--- src/pkg_ldst_access.sv ---
// Access path widths and engine states

package pkg_ldst_access;

	////////////////////////////////////////////////////////////
	// Widths
	////////////////////////////////////////////////////////////

	localparam int DATA_W		= 32;		// Data word
	localparam int ADDR_W		= 8;		// 256-word scratch memory
	localparam int LEN_W		= 4;		// 0 to 15 elements

	////////////////////////////////////////////////////////////
	// Strided access engine
	////////////////////////////////////////////////////////////

	typedef enum logic [1:0] {
		ACC_IDLE	= 2'd0,			// Waiting for acc_req
		ACC_WALK	= 2'd1,			// One element per cycle
		ACC_FLUSH	= 2'd2,			// Last read returning
		ACC_ACK		= 2'd3			// Hold acc_ack until req drops
	} access_state_t;

endpackage

--- src/stride_access_engine.sv ---
// Strided memory access engine

`timescale 1ns/10ps

module stride_access_engine #(
	parameter int DEPTH_LD_DATA		= 4
)(
	input	logic									clock,
	input	logic									rst_n,
	input	logic									acc_req,
	input	logic									acc_store,		// 1 store, 0 load
	input	logic [pkg_ldst_access::LEN_W-1:0]		acc_length,
	input	logic [pkg_ldst_access::ADDR_W-1:0]		acc_stride,
	input	logic [pkg_ldst_access::ADDR_W-1:0]		acc_base,
	input	logic [pkg_ldst_access::DATA_W-1:0]		acc_data,
	output	logic									acc_ack,
	output	logic									mem_en,
	output	logic									mem_we,
	output	logic [pkg_ldst_access::ADDR_W-1:0]		mem_addr,
	output	logic [pkg_ldst_access::DATA_W-1:0]		mem_wdata,
	input	logic [pkg_ldst_access::DATA_W-1:0]		mem_rdata,
	output	logic									wb_valid,
	output	logic [pkg_ldst_access::DATA_W-1:0]		wb_data,
	input	logic									wb_ready
);

	localparam int PTR_W	= (DEPTH_LD_DATA > 1) ? $clog2(DEPTH_LD_DATA) : 1;
	localparam int CNT_W	= $clog2(DEPTH_LD_DATA + 1);

	pkg_ldst_access::access_state_t			state;
	logic [pkg_ldst_access::LEN_W-1:0]		elem_cnt;
	logic [pkg_ldst_access::ADDR_W-1:0]		cur_addr;		// base + i*stride
	logic									rd_pend;		// Read in flight
	logic									last_elem;
	logic									can_issue;
	logic									step;

	logic [pkg_ldst_access::DATA_W-1:0]		q_mem	[DEPTH_LD_DATA];
	logic [PTR_W-1:0]						q_wr_ptr;
	logic [PTR_W-1:0]						q_rd_ptr;
	logic [CNT_W-1:0]						q_count;
	logic [CNT_W:0]							q_used;
	logic									q_pop;

	////////////////////////////////////////////////////////////
	// Address walk
	////////////////////////////////////////////////////////////

	// Held words plus the read still in flight
	assign q_used		= {1'b0, q_count} + {{CNT_W{1'b0}}, rd_pend};
	assign can_issue	= q_used < (CNT_W + 1)'(DEPTH_LD_DATA);
	assign step			= acc_store | can_issue;
	assign last_elem	= elem_cnt == (acc_length - 1'b1);

	assign mem_en		= (state == pkg_ldst_access::ACC_WALK) & step;
	assign mem_we		= acc_store;
	assign mem_addr		= cur_addr;
	assign mem_wdata	= acc_data;

	always_ff @(posedge clock or negedge rst_n) begin
		if (!rst_n) begin
			state		<= pkg_ldst_access::ACC_IDLE;
			acc_ack		<= 1'b0;
			elem_cnt	<= '0;
			cur_addr	<= '0;
		end
		else begin
			case (state)
				pkg_ldst_access::ACC_IDLE: begin
					if (acc_req) begin
						elem_cnt	<= '0;
						cur_addr	<= acc_base;
						if (acc_length == '0)				// Nothing to touch
							state	<= pkg_ldst_access::ACC_ACK;
						else
							state	<= pkg_ldst_access::ACC_WALK;
					end
				end
				pkg_ldst_access::ACC_WALK: begin
					if (step) begin
						cur_addr	<= cur_addr + acc_stride;	// Wraps mod 256
						elem_cnt	<= elem_cnt + 1'b1;
						if (last_elem)
							state	<= pkg_ldst_access::ACC_FLUSH;
					end
				end
				pkg_ldst_access::ACC_FLUSH: begin
					state	<= pkg_ldst_access::ACC_ACK;
				end
				default: begin
					if (!acc_ack)
						acc_ack	<= 1'b1;
					else if (!acc_req) begin
						acc_ack	<= 1'b0;
						state	<= pkg_ldst_access::ACC_IDLE;
					end
				end
			endcase
		end
	end

	////////////////////////////////////////////////////////////
	// Load return queue
	////////////////////////////////////////////////////////////

	assign wb_valid		= q_count != '0;
	assign wb_data		= q_mem[q_rd_ptr];
	assign q_pop		= wb_valid & wb_ready;

	always_ff @(posedge clock or negedge rst_n) begin
		if (!rst_n) begin
			rd_pend		<= 1'b0;
			q_wr_ptr	<= '0;
			q_rd_ptr	<= '0;
			q_count		<= '0;
		end
		else begin
			rd_pend		<= mem_en & ~mem_we;
			if (rd_pend)
				q_wr_ptr	<= (q_wr_ptr == PTR_W'(DEPTH_LD_DATA - 1)) ? '0 : q_wr_ptr + 1'b1;
			if (q_pop)
				q_rd_ptr	<= (q_rd_ptr == PTR_W'(DEPTH_LD_DATA - 1)) ? '0 : q_rd_ptr + 1'b1;
			if (rd_pend && !q_pop)
				q_count		<= q_count + 1'b1;
			else if (!rd_pend && q_pop)
				q_count		<= q_count - 1'b1;
		end
	end

	// Returning word lands one cycle after its read
	always_ff @(posedge clock) begin
		if (rd_pend)
			q_mem[q_wr_ptr]	<= mem_rdata;
	end

endmodule

--- config.mk ---
export PLATFORM = sky130hd
export DESIGN_NAME = stride_access_engine
export DESIGN_NICKNAME = d
export VERILOG_FILES = /design/src/pkg_ldst_access.sv /design/src/stride_access_engine.sv
export SDC_FILE = /design/constraint.sdc
export NUM_CORES = 1
export LEC_CHECK = 0
export ABC_AREA = 1
export BUFFER_PORTS_ARGS = -buffer_cell sky130_fd_sc_hd__buf_2
export CAP_MARGIN = 20
export CELL_PAD_IN_SITES_DETAIL_PLACEMENT = 1
export CELL_PAD_IN_SITES_GLOBAL_PLACEMENT = 2
export CORE_ASPECT_RATIO = 0.9
export CORE_UTILIZATION = 37
export CTS_CLUSTER_DIAMETER = 100
export CTS_CLUSTER_SIZE = 16
export DETAILED_ROUTE_END_ITERATION = 8
export PLACE_DENSITY_LB_ADDON = 0.1
export SLEW_MARGIN = 25
export SYNTH_ARGS = -nofsm -noshare
export SYNTH_HDL_FRONTEND = slang
export SYNTH_SLANG_ARGS = --single-unit
--- constraint.sdc ---
create_clock -name clock -period 5.61 [get_ports clock]
set_input_delay 0.2805 -clock clock [delete_from_list [all_inputs] [get_ports clock]]
set_output_delay 0.2805 -clock clock [all_outputs]
set_load 0.01 [all_outputs]
# After elaboration in Yosys (flattened, before gate mapping)
# Memories as Yosys holds them, arrays and structs flattened.
# Index checks and enable logic that the tools add are counted.
# Widths: inputs -> output; s select.
# word_totals
ram_bits,128
reg_bits,23
in_bits,89
output_inout_bits,76
memories,1
# op_classes
order_cmp,1
n_mux,21
add_sub_neg,8
bitwise,5
reduce_logical,13
n_eq_ne,9
# mem_list
memory,depth,width,rd,rd_clocked_by_memory_dff,write_ports,line,text
q_mem,4,32,1,0,1,stride_access_engine.sv:38,logic [pkg_ldst_access::DATA_W-1:0] q_mem [DEPTH_LD_DATA];
# op_table
cell,n
$mux 2,8
$mux 8,2
$pmux 8 s2,1
$add 8x8->8,1
$mux 4,2
$pmux 4 s2,1
$eq 2x2->1 const B,3
$mux 3,2
$ne 2x2->1 const B,3
$pmux 2 s3,1
$reduce_and 5->1,1
$add 2x1->2 const B,2
$add 3x1->4,1
$add 4x1->4 const B,1
$eq 4x4->1,1
$logic_not 4->1,1
$lt 4x3->1 const B,1
$mux 1,4
$ne 4x1->1 const B,1
$reduce_bool 2->1,2
$reduce_bool 4->1,1
$sub 4x1->4 const B,1
$add 3x1->3 const B,1
$and 1x1->1,3
10 further kinds,12

# Logic depth before layout (Yosys ltp)
# Gate-level depths: netlist of run 1.
# logic_depth
word_depth,5
mapped_depth,12
ltp_nobuf,12

# Least setup slack after synthesis of run 1
# Ideal clock, no wire load.
# synth_path
kind,reg2reg
startpoint,register q_count[0]
endpoint,register q_count[2]
path_slack_ns,3.750
t_arrival_ns,1.730
period_less_slack_ns,1.860
path_buffers,0
stages_incl_launch_ff,10
path_cell_list,dfrtp_1 -> nor2_1 -> nand2_1 -> nand2_1 -> ha_1 -> inv_1 -> fa_1 -> a21oi_1 -> o21ai_0 -> xor2_1
# synth_via
elab_chain_len,5
# synth_lines
item,line,text
start: declaration,stride_access_engine.sv:41,logic [CNT_W-1:0] q_count;
start signal: assignment,stride_access_engine.sv:124,q_count <= q_count + 1'b1;
start signal: assignment,stride_access_engine.sv:126,q_count <= q_count - 1'b1;
$reduce_bool 3->1 (*),stride_access_engine.sv:106,assign wb_valid = q_count != '0;
via wb_valid,stride_access_engine.sv:22,"output logic wb_valid,"
$and 1x1->1 (*),stride_access_engine.sv:108,assign q_pop = wb_valid & wb_ready;
$logic_not 1->1,stride_access_engine.sv:123,if (rd_pend && !q_pop)
$logic_and 1x1->1,stride_access_engine.sv:123,
$mux 3 / $reduce_bool 2->1 (equally long branches),--,
# Mark *: on every way through the listed nets, which the timed path passes. The rest lies on a longest branch. The select of a mux whose other input is x is not followed.
# A chain may end at the register's enable or synchronous reset.

# Worst setup path after layout of run 1
# layout_path
startpoint,register q_rd_ptr[0]
endpoint,output port wb_data[1] in the netlist's numbering
# layout_via
elab_chain_len,1
# layout_lines
item,line,text
start: declaration,stride_access_engine.sv:40,logic [PTR_W-1:0] q_rd_ptr;
start signal: assignment,stride_access_engine.sv:122,q_rd_ptr <= (q_rd_ptr == PTR_W'(DEPTH_LD_DATA - 1)) ? '0 : q_rd_ptr + 1'b1;
$mem_v2 4x32,--,
end: declaration,stride_access_engine.sv:23,"output logic [pkg_ldst_access::DATA_W-1:0] wb_data,"
# No other way between the ends.

==> results of run 1 <==
## critical path: stages (launching register included)
cell	delay [ns]
dfrtp_2	0.34
buf_4	0.53
clkinv_2	0.88
o21ai_0	0.48
o22ai_1	0.16
buf_2	0.17
## cell families after synthesis
logic type	after synthesis	share of synthesized area
DFF	151	0.6540
adders and majority gates	21	0.04110
xor gates and xnor gates	10	0.01296
and+or+nand+nor	183	0.1133
muxes	3	0.004444
AOI/OAI and AO/OA	118	0.09554
buffers and inverters	99	0.07869
## how the worst max path moves through the flow
stage	startpoint	to	slack, ns
after floorplan	q_count[0]	q_count[2]	3.75
after global placement	q_rd_ptr[0]	wb_data[15]	3.14
after detailed placement	q_rd_ptr[0]	wb_data[1]	2.98
after CTS	q_rd_ptr[0]	wb_data[1]	2.53
after global routing	q_rd_ptr[0]	wb_data[22]	1.98
final	q_rd_ptr[0]	wb_data[1]	2.32
## where the power goes
part	total (mW)	switching, mW	internal (mW)
Sequential	1.43	0.0841	1.35
Clock	1.14	0.443	0.694
Combinational	1.49	0.971	0.517
Total	4.06	1.50	2.56
## sequential cells by signal, summed over array words and instances, names as in the netlist
signal    cells
rd_pend       1
q_rd_ptr      2
elem_cnt      4
acc_ack       1
mem_addr      8
q_wr_ptr      2
state         2
q_count       3
q_mem       128
## final cells by class
type,instances,share of cell area
clock buffer,18,0.05478
inverter,42,0.02028
multi-input combinational,335,0.2306
tap,240,0.03833
sequential,151,0.5643
clock inverter,13,0.01981
timing repair buffer,108,0.07187
## metal layers
metal | share of wire | vias up | track usage
met1 | 0.46 | 2172 | 0.2206
met3 | 0.042 | 26 | 0.04440
met5 | 0 | - | 0
li1 | - | 2140 | -
met2 | 0.48 | 91 | 0.2941
met4 | 0.017 | 0 | 0.06935
## cell usage in the layout, fill, tap and decap left out, types with 6 or more instances in the layout
master / count
dfrtp_1: 22
buf_4: 7
nor2_1: 90
inv_1: 40
buf_2: 100
o21ai_0: 70
ha_1: 19
xor2_1: 6
clkbuf_16: 17
nand2_1: 60
nand2_2: 7
a21oi_1: 10
edfxtp_1: 128
nand3_1: 17
o22ai_1: 32
## through the flow
step	std cells	util	total power, mW	hold WS, ns
after floorplan	585	-	2.485	-0.01509
after global placement	875	0.4083	2.925	0.3266
after detailed placement	875	0.4083	2.979	0.3186
after CTS	907	0.4418	4.141	0.04238
after global routing	907	0.4419	4.352	0.04704
final	907	0.4419	4.057	0.06672
==> flow_summary.ini, run 1 <==
[clocking]
cts_setup_buffers = 0
cts_made_buffers = 17
root_buffer = clkbuf_16
path_clk_slew_ns = 0.06
cts_tree = built
clock_latency_ns = 0.43
clock_path_buffers = 2
cts_sinks = 151
ctsHoldBuffers = 1
cts_resized = 0
htreeDepth = 4

[final_layout]
fillers = 1978
syn2layout_area_growth_pct = 15.92
diodes = 0
multi_input_area_um2 = 1807
drive_gt1_frac = 0.2279
nets = 765
stdcell_area_um2 = 7834
regArea_um2 = 4420

[power]
p_leak_nw = 3.132
p_per_area_nw_per_um2 = 517.9
vdd_drop_max_mv = 0.2397

[yosys]
ys_seq_area_frac = 0.6540
ys.flop_type = edfxtp_1
ys_ff_latch = 151
synth_nets = 695
synth_area_um2 = 6758
synth.top_cell.area_share = 0.5688
synth-async-reset-ratio = 0.1523
synth_warnings = 0
synth.most_common_cell = edfxtp_1
ys_types = 30
synthesis.instances = 585
synth_largest_area_cell = edfxtp_1
synth_edf_count = 128
synth_common_cells = edfxtp_1, nor2_1, o21ai_0
ys_top_cells_by_area = edfxtp_1, dfrtp_1, o21ai_0, nor2_1, buf_4
syn_avg_cell_area_um2 = 11.55

[critical_path]
arrival_ns = 3.01
crit_type = reg2out
rr_startpoint = state[1]
timing.rr.end = elem_cnt[2]
cp-start-kind = flop
reg2regPathDepth = 8
cp_max_fo = 67
required_ns = 5.33
r2r_slack_ns = 3.28
endpoint_kind = primary output

[timing]
fmaxAchievable_ghz = 0.3043
relSlewSlack = 0.4178
setup_slack_ns = 2.324
finalSetupViolCount = 0
period_needed_ns = 3.286
min_period_over_period = 0.5857
finalHoldViolCount = 0
worst_slew_pin_slew_ns = 0.8723
slew_violations = 0
fin_tns_setup_ns = 0
finClkSkew_ns = 0.01144
rsz0062_at_grt = no

[global_routing]
grt_pass1_vias = 4547
grt_pass1_wl_mm = 24.29
grt_max_degree = 68
antenna_found_initial = 0
grt.total_usage = 0.1765
grt-ovfl-total = 0

[floorplanning]
die_x_um = 144.5
core_um2 = 17730
start_util = 0.3812
row_count = 46
io_pins = 165
dieHeight_um = 130.2
dieArea_um2 = 18810

[min_path]
hold_class = in2reg
whs_path_depth = 2
min_to = rd_pend
min-delay-start = acc_store

[placement]
pre_cts_ws_ns = 2.980
gp_congestion = 0.7536
port_buffers = 100
placed_cell_area_um2 = 7238
hpwl_mm = 9.645

[routing]
drt_wl_total_mm = 15.61
vias = 4429
routed_via_density = 4.883
ant_nets = 0
drc = 0
first_iter_violations = 131
avgRoutedWirePerCell_um = 17.21
firstDrtPassIters = 4

[run]
drv_cap = 0

[status]
outcome = complete, no violations
No activity file was read; power rests on OpenSTA's default activity.
==> run 2: changes to the inputs <==
--- a/config.mk
+++ b/config.mk
@@ -5,7 +5,7 @@
 export SDC_FILE = /design/constraint.sdc
 export NUM_CORES = 1
 export LEC_CHECK = 0
-export ABC_AREA = 1
+export ABC_AREA = 0
 export BUFFER_PORTS_ARGS = -buffer_cell sky130_fd_sc_hd__buf_2
 export CAP_MARGIN = 20
 export CELL_PAD_IN_SITES_DETAIL_PLACEMENT = 1
==> constraint.sdc (replaced) <==
create_clock -name clock -period 3.2 [get_ports clock]
set_input_delay 0.16 -clock clock [delete_from_list [all_inputs] [get_ports clock]]
set_output_delay 0.16 -clock clock [all_outputs]
set_load 0.01 [all_outputs]
==> run 2 against run 1 <==
  * Non-clock buffer count is 27 higher
  * Cell count is 19% lower
  * First-iteration DRC count is 13% lower
  * Combinational power is 46% higher
  * Via count is 21% lower
  * Power is 68% higher
  * Worst hold slack worse by 0.014 ns
  * Clock power is 73% higher
  * Largest power group is now sequential cells
  * Global-route usage is 2.1 points lower
  * Sequential cell count stayed put
  * Synthesized area is 3.6% lower
==> flow_summary.ini, run 2 <==
[power]
vdd_drop_max_mv = 0.5079
p_per_area_nw_per_um2 = 859.9
p_leak_nw = 2.977

[routing]
avgRoutedWirePerCell_um = 17.59
routed_via_density = 4.757
firstDrtPassIters = 4
drt_wl_total_mm = 12.89
vias = 3487
drc = 0
first_iter_violations = 114
ant_nets = 0

[clocking]
root_buffer = clkbuf_16
cts_setup_buffers = 0
path_clk_slew_ns = 0.06
htreeDepth = 4
clock_latency_ns = 0.43
cts_made_buffers = 17
cts_tree = built
clock_path_buffers = 2
cts_sinks = 151

[final_layout]
final_common_cell = edfxtp_1
stdcell_area_um2 = 7946
diodes = 0
syn2layout_area_growth_pct = 22.04
final_cell_mix = edfxtp_1, buf_2, dlygate4sd3_1
nets = 595
largest_reg_flops = 128
largest-register = q_mem
drive_gt1_frac = 0.3614
finalNonFillerCells = 733

[timing]
finalSetupViolCount = 0
period_needed_ns = 2.247
relSlewSlack = 0.3908
rsz0062_at_grt = no
fmaxAchievable_ghz = 0.4451
worst_slew_pin_slew_ns = 0.9137
slew_violations = 0
finalHoldViolCount = 0
min_period_over_period = 0.7021
finClkSkew_ns = 0.01049
fin_tns_setup_ns = 0

[critical_path]
timing.rr.end = state[1]
r2r_slack_ns = 0.95
reg2regPathDepth = 7
worst_path_max_delay_cell = ha_1
crit_chain = inv_1 -> ha_1 -> o21ai_2 -> a21oi_4 -> nand2_4 -> o32ai_2 -> mux2_4
required_ns = 3.51
critPathTopFamily = compound AO/OA/AOI/OAI gates
cp_max_fo = 10
crit_type = reg2reg
critPathBufInv = 1
cp-endpoint = state[1]
endpoint_kind = flop
arrival_ns = 2.55
cp-start-kind = flop
cp_slowest_stage_delay_ns = 0.51
cp.depth = 7
rr_startpoint = state[1]
crit_start = state[1]

[global_routing]
grt-ovfl-total = 0
antenna_found_initial = 0
grt_pass1_vias = 3778
grt_max_degree = 35
grt.total_usage = 0.1552
grt_pass1_wl_mm = 20.53

[floorplanning]
start_util = 0.3817
dieArea_um2 = 18130
dieHeight_um = 127.9
die_x_um = 141.8
core_um2 = 17060
row_count = 45
io_pins = 165

[yosys]
synth_edf_count = 128
synth_warnings = 0
synth_nets = 484
synth.most_common_cell = edfxtp_1
syn_avg_cell_area_um2 = 17.41
synthesis.instances = 374
synth_common_cells = edfxtp_1, buf_4, mux4_2
ys_types = 43
ys_ff_latch = 151
synth-async-reset-ratio = 0.1523
ys_seq_area_frac = 0.6787
ys_top_cells_by_area = edfxtp_1, mux4_2, dfrtp_1, buf_4, ha_1
synth_largest_area_cell = edfxtp_1
ys.flop_type = edfxtp_1
synth.top_cell.area_share = 0.5903
synth_area_um2 = 6511

[placement]
port_buffers = 100
placed_cells = 667
gp_congestion = 0.6870
placed_cell_area_um2 = 7020
hpwl_mm = 8.174

[min_path]
whs_path_depth = 3
min-delay-start = acc_base[1]
hold_class = in2reg

[run]
drv_cap = 0

[status]
outcome = complete, no violations
-- run 2: metal layers --
layer,track usage,vias up,part of all wire
met5,0,-,0
li1,-,1630,-
met2,0.2507,100,0.48
met3,0.05192,14,0.041
met1,0.1990,1743,0.46
met4,0.04617,0,0.013
-- run 2: area by class of cell --
class	count	area, um^2
inverters	14	55.05
fillers	1716	9114
clock inverters	14	156.4
repair buffers	135	860.8
flip-flops and latches	151	4422
multi-input cells	166	1729
well taps	235	294.0
clock buffers	18	429.2
-- run 2: how the worst min path moves through the flow --
stage	to	slack (ns)
after detailed placement	elem_cnt[3]	0.21
after floorplan	acc_ack	-0.14
final	mem_addr[1]	0.05
after CTS	mem_addr[3]	0.04
after global routing	mem_addr[2]	0.06
after global placement	elem_cnt[3]	0.21
-- run 2: power breakdown --
group          switching, mW  total (mW)  internal (mW)  leakage [nW]
Combinational           1.11        2.17           1.06          1.26
Sequential             0.278        2.69           2.41          1.43
Clock                  0.868        1.97           1.11         0.281
-- run 2: worst min-delay path: cells and delay by family --
family	cells	cell delay, ns
AOI/OAI and AO/OA	2	0.19
buffers and inverters	1	0.08
-- run 2: timing repair --
action / in CTS / in global routing
resized for setup: 0 / 0
hold buffers: 34 / 0
hold endpoints to repair: 152 / 0
-- run 2: per-stage QoR --
step                      total power, mW    util  hold slack [ns]  worst slack, ns
after floorplan                     4.234       -          -0.1356            1.175
after global placement              4.911  0.4115           0.2082           0.9966
after detailed placement            4.930  0.4115           0.2078           0.9468
after CTS                           6.963  0.4658          0.04426           0.9210
after global routing                7.248  0.4658          0.05876           0.8049
final                               6.833  0.4658          0.05228           0.9534
-- run 2: cell families after synthesis --
logic type	share of synthesized area
muxes	0.1226
adders and majority gates	0.04266
AOI/OAI and AO/OA	0.04036
buffers and inverters	0.05573
DFF	0.6787
xor gates and xnor gates	0.01883
and+or+nand+nor	0.04112
==> run 3: changes to the inputs <==
--- a/config.mk
+++ b/config.mk
@@ -11,7 +11,7 @@
 export CELL_PAD_IN_SITES_DETAIL_PLACEMENT = 1
 export CELL_PAD_IN_SITES_GLOBAL_PLACEMENT = 2
 export CORE_ASPECT_RATIO = 0.9
-export CORE_UTILIZATION = 37
+export CORE_UTILIZATION = 34
 export CTS_CLUSTER_DIAMETER = 100
 export CTS_CLUSTER_SIZE = 16
 export DETAILED_ROUTE_END_ITERATION = 8
==> constraint.sdc (replaced) <==
create_clock -name clock -period 1.9 [get_ports clock]
set_input_delay 0.095 -clock clock [delete_from_list [all_inputs] [get_ports clock]]
set_output_delay 0.095 -clock clock [all_outputs]
set_load 0.01 [all_outputs]
==> run 3 against run 2 <==
  * Power rose by 81%
  * Critical endpoint is now wb_data[23]
  * Clock power rose by 58%
  * Worst hold slack worse by 0.014 ns
  * Largest power group is now combinational logic
  * Global-route usage down 0.56 points
  * Sequential share of layout area shrank 3.5 points
==> flow_summary.ini, run 3 (synthesis results as in run 2) <==
[timing]
slew_violations = 0
fmaxAchievable_ghz = 0.5329
finalHoldViolCount = 0
min_period_over_period = 0.9876
worst_slew_pin_slew_ns = 0.5820
period_needed_ns = 1.876
finClkSkew_ns = 0.01219
fin_tns_setup_ns = 0
relSlewSlack = 0.6120
finalSetupViolCount = 0
rsz0062_at_grt = yes

[floorplanning]
start_util = 0.3504
dieArea_um2 = 19710
row_count = 47
io_pins = 165
die_x_um = 147.9
dieHeight_um = 133.3
core_um2 = 18580

[min_path]
whs_path_depth = 4
min_to = mem_addr[5]
min-delay-start = acc_base[5]
hold_class = in2reg

[routing]
firstDrtPassIters = 4
avgRoutedWirePerCell_um = 18.24
drt_wl_total_mm = 14.18
routed_via_density = 4.731
drc = 0
first_iter_violations = 139
ant_nets = 0
vias = 3676

[final_layout]
stdcell_area_um2 = 8481
syn2layout_area_growth_pct = 30.25
regArea_um2 = 4422
final_cell_mix = edfxtp_1, buf_2, dlygate4sd3_1
largest-register = q_mem
finalNonFillerCells = 777
drive_gt1_frac = 0.4105
final_util = 0.4564
multi_input_area_um2 = 1800
nets = 629
final_common_cell = edfxtp_1
fillers = 1844
largest_reg_flops = 128

[clocking]
cts_tree = built
root_buffer = clkbuf_16
htreeDepth = 4
path_clk_slew_ns = 0.06
clock_path_buffers = 2
cts_sinks = 151
clock_latency_ns = 0.42
cts_made_buffers = 17

[global_routing]
grt.total_usage = 0.1496
antenna_found_initial = 1
grt_pass1_vias = 4061
grt-ovfl-total = 0
grt_pass1_wl_mm = 21.86
grt_max_degree = 33

[critical_path]
critPathTopFamily = multiplexers
r2r_slack_ns = 0.03
rr_startpoint = mem_addr[0]
endpoint_kind = primary output
crit_chain = buf_12 -> clkbuf_16 -> mux4_2 -> buf_6
cp_slowest_stage_delay_ns = 0.53
reg2regPathDepth = 9
cp_max_fo = 9
critPathBufInv = 3
timing.rr.end = mem_addr[6]
worst_path_max_delay_cell = mux4_2
arrival_ns = 1.78
crit_type = reg2out
cp-start-kind = flop
required_ns = 1.80

[placement]
port_buffers = 100
placed_cells = 698
placed_cell_area_um2 = 7293
gp_congestion = 0.7227
hpwl_mm = 8.680

[power]
finalPower_mw = 12.39
vdd_drop_max_mv = 0.7625
p_per_area_nw_per_um2 = 1461
p_leak_nw = 3.191

[status]
outcome = complete, no violations

[run]
drv_cap = 0
## run 3: cell types whose count changed in the layout (fill, tap and decap cells not counted), sizes merged
cell and change:
buf +26, clkbuf +5, clkinv +1, clkinvlp +1, diode +1, dlygate4sd3 +5, inv -5
## run 3: worst max-delay path by stage
| stage | from | to | slack (ns) | cells after the start |
|---|---|---|---|---|
| finish | q_rd_ptr[0] | wb_data[23] | 0.02 | 4 |
| global route | mem_addr[0] | mem_addr[6] | -0.06 | 9 |
| CTS | q_rd_ptr[0] | wb_data[12] | -0.02 | 3 |
| detailed placement | mem_addr[0] | mem_addr[6] | -0.06 | 9 |
| global placement | mem_addr[0] | mem_addr[4] | 0.01 | 9 |
| floorplan | q_count[0] | q_count[2] | 0.005 | 8 |
## run 3: repair_timing
item	CTS	global route
pin swaps	4	3
setup buffers	2	2
hold buffers	39	0
gates resized for setup	11	13
gates cloned	1	3
endpoints found under the setup margin	35	36
endpoints found under the hold margin	157	0
## run 3: metrics by stage
| step | setup WS [ns] | hold slack, ns |
|---|---|---|
| 5_1_grt | -0.06059 | 0.05470 |
| 3_3_place_gp | 0.01377 | 0.1458 |
| 6_report | 0.02356 | 0.03814 |
| 4_1_cts | -0.01658 | 0.005382 |
| 3_5_place_dp | -0.05934 | 0.1378 |
| 2_1_floorplan | 0.004957 | -0.2006 |
## run 3: where the power goes
group / internal (mW) / total (mW) / switching, mW
Sequential: 4.06 / 4.35 / 0.288
Clock: 1.80 / 3.12 / 1.32
Combinational: 2.58 / 4.93 / 2.35
## run 3: worst register-to-register path, cell delays in order (launching register included)
cell	delay [ns]
dfrtp_1	0.36
ha_2	0.20
inv_2	0.04
fa_2	0.35
nor2b_2	0.13
o31a_1	0.18
o21ai_2	0.08
a21o_1	0.17
a31oi_1	0.17
o21ai_1	0.08
## run 3: per-layer routing
| metal | part of all wire | wire [um] | vias to the layer above | global-route usage |
|---|---|---|---|---|
| met2 | 0.49 | 6962 | 98 | 0.2445 |
| li1 | - | - | 1699 | - |
| met3 | 0.053 | 750 | 25 | 0.05068 |
| met1 | 0.44 | 6282 | 1854 | 0.1854 |
| met5 | 0 | 0 | - | 0 |
| met4 | 0.013 | 180 | 0 | 0.05212 |
## run 3: area by class of cell
| class | instances | area share |
|---|---|---|
| flip-flops and latches | 151 | 0.5214 |
| multi-input cells | 166 | 0.2123 |
| repair buffers | 169 | 0.1601 |
| clock buffers | 20 | 0.05149 |
| well taps | 245 | 0.03615 |
| clock inverters | 11 | 0.01180 |
| inverters | 14 | 0.006492 |
| diodes | 1 | 0.0002951 |
